===== config.mk =====
export PLATFORM = sky130hd
export DESIGN_NAME = blimp_core
export DESIGN_NICKNAME = d
export VERILOG_FILES = /design/src/hw/blimp_pkg.sv /design/src/hw/blimp_core.sv /design/src/hw/writeback_commit.sv /design/src/hw/iterative_multiplier.sv /design/src/hw/alu_unit.sv /design/src/hw/decode_issue.sv
export SDC_FILE = /design/constraint.sdc
export NUM_CORES = 2
export LEC_CHECK = 0
export BUFFER_PORTS_ARGS = -buffer_cell sky130_fd_sc_hd__buf_4
export CELL_PAD_IN_SITES_DETAIL_PLACEMENT = 1
export CELL_PAD_IN_SITES_GLOBAL_PLACEMENT = 1
export CORE_MARGIN = 2
export CORE_UTILIZATION = 45
export CTS_CLUSTER_SIZE = 40
export DETAILED_ROUTE_END_ITERATION = 10
export GPL_TIMING_DRIVEN = 0
export HOLD_SLACK_MARGIN = 0.02
export PLACE_DENSITY = 0.78
export SLEW_MARGIN = 10
export SYNTH_ARGS = -nofsm -noshare
export SYNTH_HDL_FRONTEND = slang
export SYNTH_SLANG_ARGS = --single-unit
export TNS_END_PERCENT = 20

===== constraint.sdc =====
create_clock -name clk -period 6.6 [get_ports clk]
set_input_delay 0.66 -clock clk [delete_from_list [all_inputs] [get_ports clk]]
set_output_delay 0.66 -clock clk [all_outputs]
set_load 0.1 [all_outputs]

===== src/hw/blimp_pkg.sv =====
// Shared definitions for the core
// Sizes, RV32I encodings, instruction views, ALU op codes
// Message structs passed between decode, execute and commit

package blimp_pkg;

  // --------------------
  // Sizes
  // --------------------

  localparam int num_arch_regs = 32;
  localparam int reg_addr_bits = $clog2(num_arch_regs);
  localparam int rob_depth     = 8;
  localparam int seq_num_bits  = 3;
  // One extra bit so a full buffer is distinct from empty
  localparam int rob_cnt_bits  = seq_num_bits + 1;
  localparam int mul_iters     = 32;
  localparam int mul_cnt_bits  = $clog2(mul_iters);

  // --------------------
  // Encodings
  // --------------------

  localparam logic [6:0] opc_op        = 7'b0110011;
  localparam logic [6:0] opc_op_imm    = 7'b0010011;
  localparam logic [6:0] funct7_muldiv = 7'b0000001;
  // SUB and SRA/SRAI set bit 30
  localparam logic [6:0] funct7_alt    = 7'b0100000;

  localparam logic [2:0] f3_add_sub = 3'b000;
  localparam logic [2:0] f3_sll     = 3'b001;
  localparam logic [2:0] f3_slt     = 3'b010;
  localparam logic [2:0] f3_sltu    = 3'b011;
  localparam logic [2:0] f3_xor     = 3'b100;
  localparam logic [2:0] f3_srl_sra = 3'b101;
  localparam logic [2:0] f3_or      = 3'b110;
  localparam logic [2:0] f3_and     = 3'b111;

  // Register-register layout
  typedef struct packed {
    logic [6:0]               funct7;
    logic [reg_addr_bits-1:0] rs2;
    logic [reg_addr_bits-1:0] rs1;
    logic [2:0]               funct3;
    logic [reg_addr_bits-1:0] rd;
    logic [6:0]               opcode;
  } r_fmt_t;

  // Register-immediate layout
  typedef struct packed {
    logic [11:0]              imm12;
    logic [reg_addr_bits-1:0] rs1;
    logic [2:0]               funct3;
    logic [reg_addr_bits-1:0] rd;
    logic [6:0]               opcode;
  } i_fmt_t;

  // Same 32-bit word, two decodings
  typedef union packed {
    r_fmt_t r_fmt;
    i_fmt_t i_fmt;
  } inst_u;

  typedef enum logic [3:0] {
    alu_add, alu_sub, alu_sll, alu_slt, alu_sltu,
    alu_xor, alu_srl, alu_sra, alu_or, alu_and
  } alu_op_e;

  // Decode to execute
  typedef struct packed {
    logic [seq_num_bits-1:0]  seq;
    alu_op_e                  op;
    logic [31:0]              op_a;
    logic [31:0]              op_b;
    logic [reg_addr_bits-1:0] waddr;
    logic                     wen;
  } d_x_msg_t;

  // Execute to writeback
  typedef struct packed {
    logic [seq_num_bits-1:0]  seq;
    logic [reg_addr_bits-1:0] waddr;
    logic [31:0]              wdata;
    logic                     wen;
  } x_w_msg_t;

  // Writeback to decode and trace
  typedef struct packed {
    logic [seq_num_bits-1:0]  seq;
    logic [reg_addr_bits-1:0] waddr;
    logic [31:0]              wdata;
    logic                     wen;
  } commit_msg_t;

endpackage

===== src/hw/blimp_core.sv =====
`timescale 1ns/10ps
// Top level of the out-of-order core
// Decode/issue, ALU, multiplier and reorder buffer wired together

module blimp_core
  import blimp_pkg::*;
(
  input  logic        clk,
  input  logic        rst_n,
  input  logic        inst_val,
  input  inst_u       inst,
  output logic        inst_rdy,
  output logic        commit_val,
  output commit_msg_t commit_msg
);

  // --------------------
  // Stage links
  // --------------------

  logic     alu_val;
  d_x_msg_t alu_msg;
  logic     mul_val;
  d_x_msg_t mul_msg;
  logic     mul_rdy;
  logic     alu_w_val;
  x_w_msg_t alu_w_msg;
  logic     mul_w_val;
  x_w_msg_t mul_w_msg;

  // --------------------
  // Units
  // --------------------

  decode_issue diu (
    .clk        (clk),
    .rst_n      (rst_n),
    .inst_val   (inst_val),
    .inst       (inst),
    .inst_rdy   (inst_rdy),
    .mul_rdy    (mul_rdy),
    .commit_val (commit_val),
    .commit_msg (commit_msg),
    .alu_val    (alu_val),
    .alu_msg    (alu_msg),
    .mul_val    (mul_val),
    .mul_msg    (mul_msg)
  );

  alu_unit alu_xu (
    .clk   (clk),
    .rst_n (rst_n),
    .d_val (alu_val),
    .d_msg (alu_msg),
    .w_val (alu_w_val),
    .w_msg (alu_w_msg)
  );

  iterative_multiplier mul_xu (
    .clk   (clk),
    .rst_n (rst_n),
    .d_val (mul_val),
    .d_msg (mul_msg),
    .d_rdy (mul_rdy),
    .w_val (mul_w_val),
    .w_msg (mul_w_msg)
  );

  // Commit strobe doubles as the trace port
  writeback_commit wcu (
    .clk        (clk),
    .rst_n      (rst_n),
    .alu_w_val  (alu_w_val),
    .alu_w_msg  (alu_w_msg),
    .mul_w_val  (mul_w_val),
    .mul_w_msg  (mul_w_msg),
    .commit_val (commit_val),
    .commit_msg (commit_msg)
  );

endmodule


===== src/hw/writeback_commit.sv =====
`timescale 1ns/10ps
// Reorder buffer for writeback and in-order commit
// Entries indexed by sequence number, one commit per cycle

module writeback_commit
  import blimp_pkg::*;
(
  input  logic        clk,
  input  logic        rst_n,
  input  logic        alu_w_val,
  input  x_w_msg_t    alu_w_msg,
  input  logic        mul_w_val,
  input  x_w_msg_t    mul_w_msg,
  output logic        commit_val,
  output commit_msg_t commit_msg
);

  // --------------------
  // Entry storage
  // --------------------

  logic [rob_depth-1:0]     done_q;
  logic [rob_depth-1:0]     wen_q;
  logic [reg_addr_bits-1:0] waddr_q [rob_depth];
  logic [31:0]              wdata_q [rob_depth];
  logic [seq_num_bits-1:0]  head_q;

  // Head entry commits as soon as it is done
  always_comb begin
    commit_val       = done_q[head_q];
    commit_msg.seq   = head_q;
    commit_msg.waddr = waddr_q[head_q];
    commit_msg.wdata = wdata_q[head_q];
    commit_msg.wen   = wen_q[head_q];
  end

  // --------------------
  // Done flags and head
  // --------------------

  always_ff @(posedge clk) begin
    if (!rst_n) begin
      done_q <= '0;
      head_q <= '0;
    end else begin
      if (commit_val) begin
        done_q[head_q] <= 1'b0;
        // Depth is a power of two, so the index wraps on its own
        head_q         <= head_q + 1'b1;
      end
      // Both pipes may finish together, always different entries
      if (alu_w_val) begin
        done_q[alu_w_msg.seq] <= 1'b1;
      end
      if (mul_w_val) begin
        done_q[mul_w_msg.seq] <= 1'b1;
      end
    end
  end

  // --------------------
  // Result capture
  // --------------------

  always_ff @(posedge clk) begin
    if (alu_w_val) begin
      waddr_q[alu_w_msg.seq] <= alu_w_msg.waddr;
      wdata_q[alu_w_msg.seq] <= alu_w_msg.wdata;
      wen_q[alu_w_msg.seq]   <= alu_w_msg.wen;
    end
    if (mul_w_val) begin
      waddr_q[mul_w_msg.seq] <= mul_w_msg.waddr;
      wdata_q[mul_w_msg.seq] <= mul_w_msg.wdata;
      wen_q[mul_w_msg.seq]   <= mul_w_msg.wen;
    end
  end

endmodule


===== src/hw/iterative_multiplier.sv =====
`timescale 1ns/10ps
// Iterative shift-and-add multiplier pipe
// One multiplier bit per cycle, low 32 bits of the product

module iterative_multiplier
  import blimp_pkg::*;
(
  input  logic     clk,
  input  logic     rst_n,
  input  logic     d_val,
  input  d_x_msg_t d_msg,
  output logic     d_rdy,
  output logic     w_val,
  output x_w_msg_t w_msg
);

  logic                     busy_q;
  logic [mul_cnt_bits-1:0]  cnt_q;
  logic                     w_val_q;
  logic [31:0]              mcand_q;
  logic [31:0]              mplier_q;
  logic [31:0]              acc_q;
  logic [31:0]              acc_next;
  logic [seq_num_bits-1:0]  seq_q;
  logic [reg_addr_bits-1:0] waddr_q;
  logic                     wen_q;
  logic                     start;

  assign d_rdy = !busy_q;
  assign start = d_val && !busy_q;
  // Low half is the same for signed and unsigned
  assign acc_next = mplier_q[0] ? (acc_q + mcand_q) : acc_q;

  // --------------------
  // Control
  // --------------------

  always_ff @(posedge clk) begin
    if (!rst_n) begin
      busy_q  <= 1'b0;
      cnt_q   <= '0;
      w_val_q <= 1'b0;
    end else begin
      w_val_q <= 1'b0;
      if (start) begin
        busy_q <= 1'b1;
        cnt_q  <= '0;
      end else if (busy_q) begin
        cnt_q <= cnt_q + 1'b1;
        // Last bit done, result strobes next cycle
        if (cnt_q == mul_cnt_bits'(mul_iters - 1)) begin
          busy_q  <= 1'b0;
          w_val_q <= 1'b1;
        end
      end
    end
  end

  // --------------------
  // Datapath
  // --------------------

  always_ff @(posedge clk) begin
    if (start) begin
      mcand_q  <= d_msg.op_a;
      mplier_q <= d_msg.op_b;
      acc_q    <= '0;
      seq_q    <= d_msg.seq;
      waddr_q  <= d_msg.waddr;
      wen_q    <= d_msg.wen;
    end else if (busy_q) begin
      acc_q    <= acc_next;
      mcand_q  <= mcand_q << 1;
      mplier_q <= mplier_q >> 1;
    end
  end

  assign w_val = w_val_q;
  assign w_msg = '{seq: seq_q, waddr: waddr_q, wdata: acc_q, wen: wen_q};

endmodule


===== src/hw/alu_unit.sv =====
`timescale 1ns/10ps
// Single-cycle ALU execute pipe
// Ten RV32I integer ops, result registered with its tag

module alu_unit
  import blimp_pkg::*;
(
  input  logic     clk,
  input  logic     rst_n,
  input  logic     d_val,
  input  d_x_msg_t d_msg,
  output logic     w_val,
  output x_w_msg_t w_msg
);

  logic [31:0] result;
  logic [4:0]  shamt;
  logic        w_val_q;
  x_w_msg_t    w_msg_q;

  // --------------------
  // Datapath
  // --------------------

  always_comb begin
    // Shift amount from the low bits of op_b
    shamt = d_msg.op_b[4:0];
    case (d_msg.op)
      alu_add:  result = d_msg.op_a + d_msg.op_b;
      alu_sub:  result = d_msg.op_a - d_msg.op_b;
      alu_sll:  result = d_msg.op_a << shamt;
      alu_slt:  result = {31'b0, ($signed(d_msg.op_a) < $signed(d_msg.op_b))};
      alu_sltu: result = {31'b0, (d_msg.op_a < d_msg.op_b)};
      alu_xor:  result = d_msg.op_a ^ d_msg.op_b;
      alu_srl:  result = d_msg.op_a >> shamt;
      alu_sra:  result = $signed(d_msg.op_a) >>> shamt;
      alu_or:   result = d_msg.op_a | d_msg.op_b;
      alu_and:  result = d_msg.op_a & d_msg.op_b;
      default:  result = '0;
    endcase
  end

  always_ff @(posedge clk) begin
    if (!rst_n) begin
      w_val_q <= 1'b0;
    end else begin
      w_val_q <= d_val;
    end
  end

  // Tag rides along with the result
  always_ff @(posedge clk) begin
    if (d_val) begin
      w_msg_q <= '{seq: d_msg.seq, waddr: d_msg.waddr, wdata: result, wen: d_msg.wen};
    end
  end

  assign w_val = w_val_q;
  assign w_msg = w_msg_q;

endmodule


===== src/hw/decode_issue.sv =====
`timescale 1ns/10ps
// Decode and in-order issue stage
// Register file written at commit, scoreboard of pending writes
// Reorder buffer occupancy and dispatch to the ALU or multiplier

module decode_issue
  import blimp_pkg::*;
(
  input  logic        clk,
  input  logic        rst_n,
  input  logic        inst_val,
  input  inst_u       inst,
  output logic        inst_rdy,
  input  logic        mul_rdy,
  input  logic        commit_val,
  input  commit_msg_t commit_msg,
  output logic        alu_val,
  output d_x_msg_t    alu_msg,
  output logic        mul_val,
  output d_x_msg_t    mul_msg
);

  logic [31:0]              rf_q [num_arch_regs];
  logic [num_arch_regs-1:0] pending_q;
  logic [seq_num_bits-1:0]  seq_q;
  logic [rob_cnt_bits-1:0]  in_flight_q;
  logic                     alu_val_q;
  logic                     mul_val_q;
  d_x_msg_t                 alu_msg_q;
  d_x_msg_t                 mul_msg_q;

  logic [6:0]               opcode;
  logic [2:0]               funct3;
  logic [6:0]               funct7;
  logic [11:0]              imm12;
  logic [reg_addr_bits-1:0] rs1;
  logic [reg_addr_bits-1:0] rs2;
  logic [reg_addr_bits-1:0] rd;
  logic                     is_op;
  logic                     is_op_imm;
  logic                     is_mul;
  logic                     is_shift;
  logic                     alt;
  logic                     legal;
  logic                     wen;
  alu_op_e                  op;
  logic [31:0]              op_a;
  logic [31:0]              op_b;
  logic                     hazard;
  logic                     rob_full;
  logic                     pipe_rdy;
  logic                     issue;
  d_x_msg_t                 d_msg;

  // --------------------
  // Decode
  // --------------------

  always_comb begin
    // Common fields sit at the same place in both views
    opcode    = inst.r_fmt.opcode;
    rd        = inst.i_fmt.rd;
    rs1       = inst.i_fmt.rs1;
    funct3    = inst.r_fmt.funct3;
    rs2       = inst.r_fmt.rs2;
    funct7    = inst.r_fmt.funct7;
    imm12     = inst.i_fmt.imm12;
    is_op     = (opcode == opc_op);
    is_op_imm = (opcode == opc_op_imm);
    is_mul    = is_op && (funct7 == funct7_muldiv) && (funct3 == f3_add_sub);
    is_shift  = (funct3 == f3_sll) || (funct3 == f3_srl_sra);
    // Bit 30 picks SUB and SRA
    alt       = funct7[5];
    case (funct3)
      f3_add_sub: op = (is_op && alt) ? alu_sub : alu_add;
      f3_sll:     op = alu_sll;
      f3_slt:     op = alu_slt;
      f3_sltu:    op = alu_sltu;
      f3_xor:     op = alu_xor;
      f3_srl_sra: op = alt ? alu_sra : alu_srl;
      f3_or:      op = alu_or;
      f3_and:     op = alu_and;
      default:    op = alu_add;
    endcase
    // Only MUL from the muldiv group
    if (is_op) begin
      legal = (funct7 == 7'b0) || is_mul ||
              ((funct7 == funct7_alt) && ((funct3 == f3_add_sub) || (funct3 == f3_srl_sra)));
    end else if (is_op_imm) begin
      if (funct3 == f3_sll) begin
        legal = (imm12[11:5] == 7'b0);
      end else if (funct3 == f3_srl_sra) begin
        legal = (imm12[11:5] == 7'b0) || (imm12[11:5] == funct7_alt);
      end else begin
        legal = 1'b1;
      end
    end else begin
      legal = 1'b0;
    end
    op_a = rf_q[rs1];
    if (is_op) begin
      op_b = rf_q[rs2];
    end else if (is_shift) begin
      op_b = {27'b0, imm12[4:0]};
    end else begin
      op_b = {{20{imm12[11]}}, imm12};
    end
    // Illegal word still flows to the ALU without a write
    if (!legal) begin
      op   = alu_add;
      op_a = '0;
      op_b = '0;
    end
    wen = legal && (rd != '0);
  end

  // --------------------
  // Issue check
  // --------------------

  always_comb begin
    // x0 never gets a pending bit
    hazard   = legal && (pending_q[rs1] || (is_op && pending_q[rs2]) || pending_q[rd]);
    rob_full = (in_flight_q == rob_cnt_bits'(rob_depth));
    // Multiplier is free only with no dispatch still waiting
    pipe_rdy = is_mul ? (mul_rdy && !mul_val_q) : 1'b1;
    inst_rdy = !rob_full && !hazard && pipe_rdy;
    issue    = inst_val && inst_rdy;
    d_msg    = '{seq: seq_q, op: op, op_a: op_a, op_b: op_b, waddr: rd, wen: wen};
  end

  always_ff @(posedge clk) begin
    if (!rst_n) begin
      for (int i = 0; i < num_arch_regs; i++) begin
        rf_q[i] <= '0;
      end
      pending_q   <= '0;
      seq_q       <= '0;
      in_flight_q <= '0;
      alu_val_q   <= 1'b0;
      mul_val_q   <= 1'b0;
    end else begin
      if (commit_val && commit_msg.wen) begin
        rf_q[commit_msg.waddr]      <= commit_msg.wdata;
        pending_q[commit_msg.waddr] <= 1'b0;
      end
      if (issue && wen) begin
        pending_q[rd] <= 1'b1;
      end
      if (issue) begin
        seq_q <= seq_q + 1'b1;
      end
      case ({issue, commit_val})
        2'b10:   in_flight_q <= in_flight_q + 1'b1;
        2'b01:   in_flight_q <= in_flight_q - 1'b1;
        default: in_flight_q <= in_flight_q;
      endcase
      alu_val_q <= issue && !is_mul;
      // Held until the multiplier takes it
      if (issue && is_mul) begin
        mul_val_q <= 1'b1;
      end else if (mul_rdy) begin
        mul_val_q <= 1'b0;
      end
    end
  end

  always_ff @(posedge clk) begin
    if (issue && !is_mul) begin
      alu_msg_q <= d_msg;
    end
    if (issue && is_mul) begin
      mul_msg_q <= d_msg;
    end
  end

  assign alu_val = alu_val_q;
  assign alu_msg = alu_msg_q;
  assign mul_val = mul_val_q;
  assign mul_msg = mul_msg_q;

endmodule


[Word level (Yosys, flattened, before mapping)]
Memory sizes are Yosys's and may differ from the RTL's. A register that Yosys moved wholly into a read port is not among the register bits.
Cells that the tools add are included.
Storage, ports and cells
  memory bits (writable): 1320
  memories: 3
  output and inout bits: 43
  register bits: 364
Operators by class
  bitwise operators: 12
  reductions and logical operators: 43
  add/subtract/negate cells: 8
  magnitude comparators: 14
  multiplexer cells: 71
  shift-type cells: 3
  equality and inequality tests: 25
Memories
  diu.rf_q: words 32, width 32, rd ports 2, clocked after memory_dff 0, write ports 32, line decode_issue.sv:23  | logic [31:0] rf_q [num_arch_regs];
  wcu.wdata_q: words 8, width 32, rd ports 1, clocked after memory_dff 1, write ports 2, line writeback_commit.sv:25  | logic [31:0] wdata_q [rob_depth];
  wcu.waddr_q: words 8, width 5, rd ports 1, clocked after memory_dff 1, write ports 2, line writeback_commit.sv:24  | logic [reg_addr_bits-1:0] waddr_q [rob_depth];
Operators by type and width (number)
  32-bit two-way mux: 12
  32-bit one-hot mux with 10 select lines: 1
  32-bit adder: 2
  32-bit AND: 2
  32-bit < comparator: 2
  32-bit OR: 2
  8-bit two-way mux: 7
  1-bit two-way mux: 32
  32-bit NOT: 1
  4-bit one-hot mux with 8 select lines: 1
  32-bit OR reduction: 1
  32-bit by 5-bit left shift with 32-bit output: 1
  32-bit by 5-bit >> shifter with 32-bit output: 1
  32-bit by 5-bit >>> shifter with 32-bit output: 1
  32-bit subtractor: 1
  32-bit bitwise XOR: 1
  5-bit by 6-bit < comparator with 1-bit output (second input constant): 4
  1-bit logical AND: 21
  8-bit bitwise mux: 2
  4-bit by 3-bit equality test with 1-bit output (second input constant): 4
  8-bit OR: 2
  1-bit binary-select mux with 5-bit select: 3
  7-bit by 6-bit equality test with 1-bit output (second input constant): 2
  3-bit equality test (second input constant): 4
  other kinds (37): 66

[Logic depth before layout (Yosys ltp)]
  depth in word-level cells: 13
  mapped depth: 16
  depth with buffers taken out: 14

[Cells and area by module]
A second synthesis with hierarchy kept.
Second synthesis, totals
  cells, all modules: 6569
  area, all modules: 93449.6 sq um
By module, submodules not included
  decode_issue: instances 1, seq. area each 36194.7 sq um, cells an instance 3783, area an instance 62059.5 sq um
  writeback_commit: instances 1, seq. area each 9328.9 sq um, cells an instance 891, area an instance 15761.4 sq um
  alu_unit: instances 1, seq. area each 1251.2 sq um, cells an instance 1227, area an instance 9537.9 sq um
  iterative_multiplier: instances 1, seq. area each 2972.9 sq um, cells an instance 668, area an instance 6090.8 sq um

[Least setup slack after synthesis]
Ideal clock, no wire load.
  path type: input-to-reg
  from: in inst[20] (netlist bit)
  to: reg diu.alu_msg_q (netlist bit diu.alu_msg[0]), enable pin
  cell stages on the path: 10
  arrival: 6413 ps
  required time: 6087 ps
  setup slack: -327 ps
  path through: buf_2 > buf_6 > mux4_2 > mux4_2 > mux2_2 > nand2_1 > and4_1 > o21a_2 > nand2_1 > nor2_1
On the way
  cells in the longest elaborated chain, start to end: 11
Ends and longest elaborated chain
  start, declared: line blimp_core.sv:11  | input inst_u inst,
  1-bit binary-select mux with 5-bit select: line decode_issue.sv:123  | hazard = legal && (pending_q[rs1] || (is_op && pending_q[rs2]) || pending_q[rd]);
  1-bit two-way mux (implied by the code): line decode_issue.sv:123
  1-bit logical AND: line decode_issue.sv:123
  1-bit logical OR (2 in series): line decode_issue.sv:123
  1-bit logical AND: line decode_issue.sv:123
  1-bit zero test: line decode_issue.sv:127  | inst_rdy = !rob_full && !hazard && pipe_rdy;
  1-bit logical AND (2 in series): line decode_issue.sv:127
  net inst_rdy: line blimp_core.sv:12  | output logic inst_rdy,
  1-bit logical AND: line decode_issue.sv:128  | issue = inst_val && inst_rdy;
  1-bit logical AND: line decode_issue.sv:169  | if (issue && !is_mul) begin
  end signal, assigned: line decode_issue.sv:170  | alu_msg_q <= d_msg;
  end, declared: line decode_issue.sv:29  | d_x_msg_t alu_msg_q;
The timed path passes the listed nets, and every way through them passes these cells. The select of a mux whose other input is x is not followed.
A chain may end at the register's enable or synchronous reset.

[Worst setup path after layout]
  from: reg diu.alu_msg_q (netlist bit diu.alu_msg[8])
  to: reg alu_xu.w_msg_q (netlist bit alu_xu.w_msg[25]), data pin
On the way
  cells in the longest elaborated chain, start to end: 2
  elaborated cells on any way between the ends: 6
  those cells by class: add/sub: 2; shift: 3; mux: 1
Ends and longest elaborated chain
  32-bit subtractor (tied with other cells): line alu_unit.sv:30  | alu_sub: result = d_msg.op_a - d_msg.op_b;
  32-bit one-hot mux with 10 select lines *: line alu_unit.sv:28  | case (d_msg.op)
  net alu_xu.result[24]: line alu_unit.sv:16  | logic [31:0] result;
  end signal, assigned: line alu_unit.sv:54  | w_msg_q <= '{seq: d_msg.seq, waddr: d_msg.waddr, wdata: result, wen: d_msg.wen};
  end, declared: line alu_unit.sv:19  | x_w_msg_t w_msg_q;
Mark *: on every way through the listed nets, which the timed path passes. The rest lies on a longest branch.

==> results.cfg <==
[route]
dr.first_iter.drc_count = 9357
number_of_search_and_repair_iterations_in_the_first_detailed_routing_pass = 6
routedWlPerCell_um = 34.6
ant_nets = 0
detailed_route_wl_mm = 336
avgViaCountPerCell = 6.61
drc = 0
route.vias.total = 64300

[timing]
rsz0062_at_grt = false
worst_pin_slew_ns = 1.41
timing.final.ws_setup_ns = 0.143
fmax_mhz = 155
fin_worst_hold_slack_ns = 0.0899
final_setup_skew_ns = 0.0626
max-slew-margin-rel_pct = 6.20
final_max_slew_viol_count = 0
final_hold_viol_count = 0
post-route-period-util_pct = 97.8
final_period_minus_worst_setup_slack_ns = 6.46
setup_viol = 0

[power]
seq_power_share_pct = 48.5
peakVddDrop_mv = 0.272
p_per_area_mw_per_mm2 = 250
leakage_nw = 35.8
clock_power_share_pct = 41.1
p_sw_mw = 6.37
power_switching_share_pct = 25.2
combPwrFrac_pct = 10.5
cellInternalPower_mw = 18.9

[placed_design]
numPortBuffers = 73
dp.final_hpwl_mm = 258
placed_area_mm2 = 0.0952
globalplace.congestion = 0.976
detailedPlace.worstSlack_ns = 0.315

[setup_path]
crit_start = diu.alu_msg[8]
setup.worst_path.class = flop to flop
r2r_setup_slack_ns = 0.14
critical_path.reg2reg.endpoint = alu_xu.w_msg[25]
critPathLaunchType = flop
critPathMaxStageDelay_ns = 0.73
rr_worst_depth = 15
critical_path.n_buffers_inverters = 4
launching_point_of_the_worst_reg2reg_path = diu.alu_msg[8]
end_kind = flop
worst_path_max_delay_cell = clkbuf_1
cp.required_ns = 7.08
cp_cell_sequence = clkbuf_1 > inv_2 > buf_1 > clkbuf_1 > ha_1 > o21bai_1 > a21oi_1 > o31ai_1 > a41oi_1 > a31oi_1 > nor2_1 > nor2_1 > o22ai_1 > xnor2_1 > o221ai_1
critPathMaxFanout = 11
cpLargestDelayFamily = compound AO/OA/AOI/OAI gates
critical_path_arrival_ns = 6.94

[cts]
ctsLongestPathBuffers = 3
numClockSinks = 1687
cts_tree = built
cts_made_buffers = 179
buffer_cell_driving_the_clock_tree_root = clkbuf_16
clk_latency_ns = 0.86
cts_h_tree_depth = 4
postCtsSetupRepairBufs = 0
cts.reportedPaths.clkPinSlew_ns = 0.06

[floorplan]
placementRows = 163
floorplan.io_pins = 78
die_height_um = 451
floorplan_die_area_mm2 = 0.203
initial_core_utilization_pct = 45.4
die_x_um = 451
coreArea_mm2 = 0.198

[yosys]
ys_ff_latch = 1687
post-synth-top-area-cell = edfxtp_1
post-synth-top-area-fraction_pct = 53.0
yosys-top-cells-count = edfxtp_1, nor2_1, mux4_2
synth_warnings = 0
synth_enable_flop_cells = 1584
synth-async-reset-ratio_pct = 0
share_of_synthesized_area_occupied_by_flip_flops_and_latches_pct = 55.3
mappedNetlistNets = 6774
yosys.cell_types.count = 84
synth_area_per_cell_um2 = 13.6
synthMostInstantiatedCell = edfxtp_1
synthesis.area_mm2 = 0.0898
most_frequently_used_flop_master_after_synthesis = edfxtp_1
synth.top_cells.by_area = edfxtp_1, mux4_2, nor2_1
syn_inst = 6598

[job]
cap_violations = 0

[finish]
finish.net_count = 7101
number_of_fill_cells = 19700
flow.area_growth_from_synthesis_pct = 12.6
finish.utilization_pct = 51.1
fraction_of_final_layout_cells_sized_beyond_drive_strength_1_pct = 23.1
layout.cell_area.non_filler_mm2 = 0.101

[global_route]
pin_count_of_the_biggest_net_entering_global_routing = 63
first_pass_grt_wire_length_mm = 475
initial_antenna_violation_count = 23
global_route.usage.total_pct = 32.7
global_route.overflow_total = 0
first_global_vias = 65400

[status]
outcome = finished clean

[hold_path]
worstHoldPathCells = 1
worst_hold_path_type = input pin to flop
min-delay-start = inst[9]
timing.hold.worst_endpoint = diu.alu_msg[3]
## power groups by stage
stage | Combinational (mW) | Sequential (mW) | Clock [mW]
floorplan | 1.58 | 12.3 | 0
global placement | 2.40 | 12.4 | 0
detailed placement | 2.54 | 12.4 | 0
CTS | 2.56 | 12.2 | 10.4
global route | 2.72 | 12.3 | 10.8
finish | 2.64 | 12.2 | 10.4
## what timing repair did
item,CTS,global route
resized for setup,0,2
hold buffers,0,0
setup endpoints to repair,0,4
## registers in the layout, summed over array words and instances, names as in the netlist, 3 cells and up, named ones only
name and cells:
diu.alu_msg 77, mul_xu.mplier_q 32, wcu.wdata_q 256, wcu.waddr_q 40, mul_xu.waddr_q 5, alu_xu.w_msg 41
diu.in_flight_q 4, mul_xu.cnt_q 5, wcu.done_q 8, mul_xu.mcand_q 32, wcu.head_q 3, mul_xu.acc_q 32
mul_xu.seq_q 3, diu.pending_q 32, diu.seq_q 3, diu.rf_q 1024, diu.mul_msg 73, wcu.wen_q 8
## layout make-up
type	instances	area [um2]	share of cell area, %
Sequential cell	1687	49600	49.1
Multi-Input combinational cell	4188	37700	37.3
Clock buffer	222	4720	4.67
Tap cell	2640	3300	3.27
Buffer	566	2180	2.15
Timing Repair Buffer	146	1800	1.78
Clock inverter	106	1200	1.19
Inverter	157	592	0.585
Antenna cell	3	7.51	0.00742
## placed cells by master, fill, tap and decap left out, types with 21 or more instances in the layout
| cell type | instances |
|---|---|
| dfxtp_1 | 102 |
| a211oi_1 | 28 |
| clkinv_2 | 31 |
| buf_12 | 36 |
| o31ai_1 | 22 |
| mux2_2 | 324 |
| buf_1 | 84 |
| buf_8 | 25 |
| mux2i_1 | 112 |
| inv_1 | 150 |
| a31oi_1 | 27 |
| a21oi_1 | 201 |
| o21ai_1 | 21 |
| nor3_1 | 47 |
| nand2_2 | 32 |
| ha_1 | 137 |
| buf_4 | 76 |
| xnor2_1 | 33 |
| buf_2 | 22 |
| mux2i_2 | 33 |
| edfxtp_1 | 1584 |
| clkbuf_16 | 182 |
| nand2b_1 | 33 |
| clkinv_1 | 34 |
| mux4_2 | 768 |
| nor2_1 | 1338 |
| clkbuf_1 | 486 |
| xor2_1 | 23 |
| nand2_1 | 400 |
| o211ai_1 | 30 |
| a21o_1 | 38 |
| o21ai_0 | 189 |
| nand3_1 | 60 |
## stage by stage
stage | instances | setup TNS (ns) | power [mW]
finish | 9715 | 0 | 25.3
global route | 9712 | 0 | 25.7
CTS | 9712 | 0 | 25.2
detailed placement | 9384 | 0 | 15.0
global placement | 9311 | -196.25 | 14.8
floorplan | 6598 | 0 | 13.9
## worst max path at each step
stage | end | depth (start not counted)
3_3_place_gp | diu.mul_msg[53] | 10
3_5_place_dp | alu_xu.w_msg[32] | 15
5_1_grt | alu_xu.w_msg[25] | 15
6_report | alu_xu.w_msg[25] | 15
2_1_floorplan | diu.mul_msg[0] | 10
4_1_cts | alu_xu.w_msg[32] | 15
## layer usage
metal / track usage [%] / part of all wire, % / up-vias
met4: 14.6 / 5.1 / 14
met2: 52.0 / 47 / 4306
met3: 8.06 / 12 / 740
met1: 42.6 / 37 / 33500
met5: 0 / 0.027 / -
li1: - / - / 25700
## cells by family (layout without fill, tap and decap cells)
group	count (synthesis)	count (layout)	synth area share [%]
other	0	3	0
multiplexers	1237	1237	24.9
AO/OA/AOI/OAI	709	709	4.89
adder cells (fa/ha/maj)	141	141	2.00
buffers and inverters	723	1197	3.06
XOR/XNOR	56	56	0.546
AND/OR/NAND/NOR	2045	2045	9.27
flip-flops	1687	1687	55.3
No activity file was read; power rests on OpenSTA's default activity.
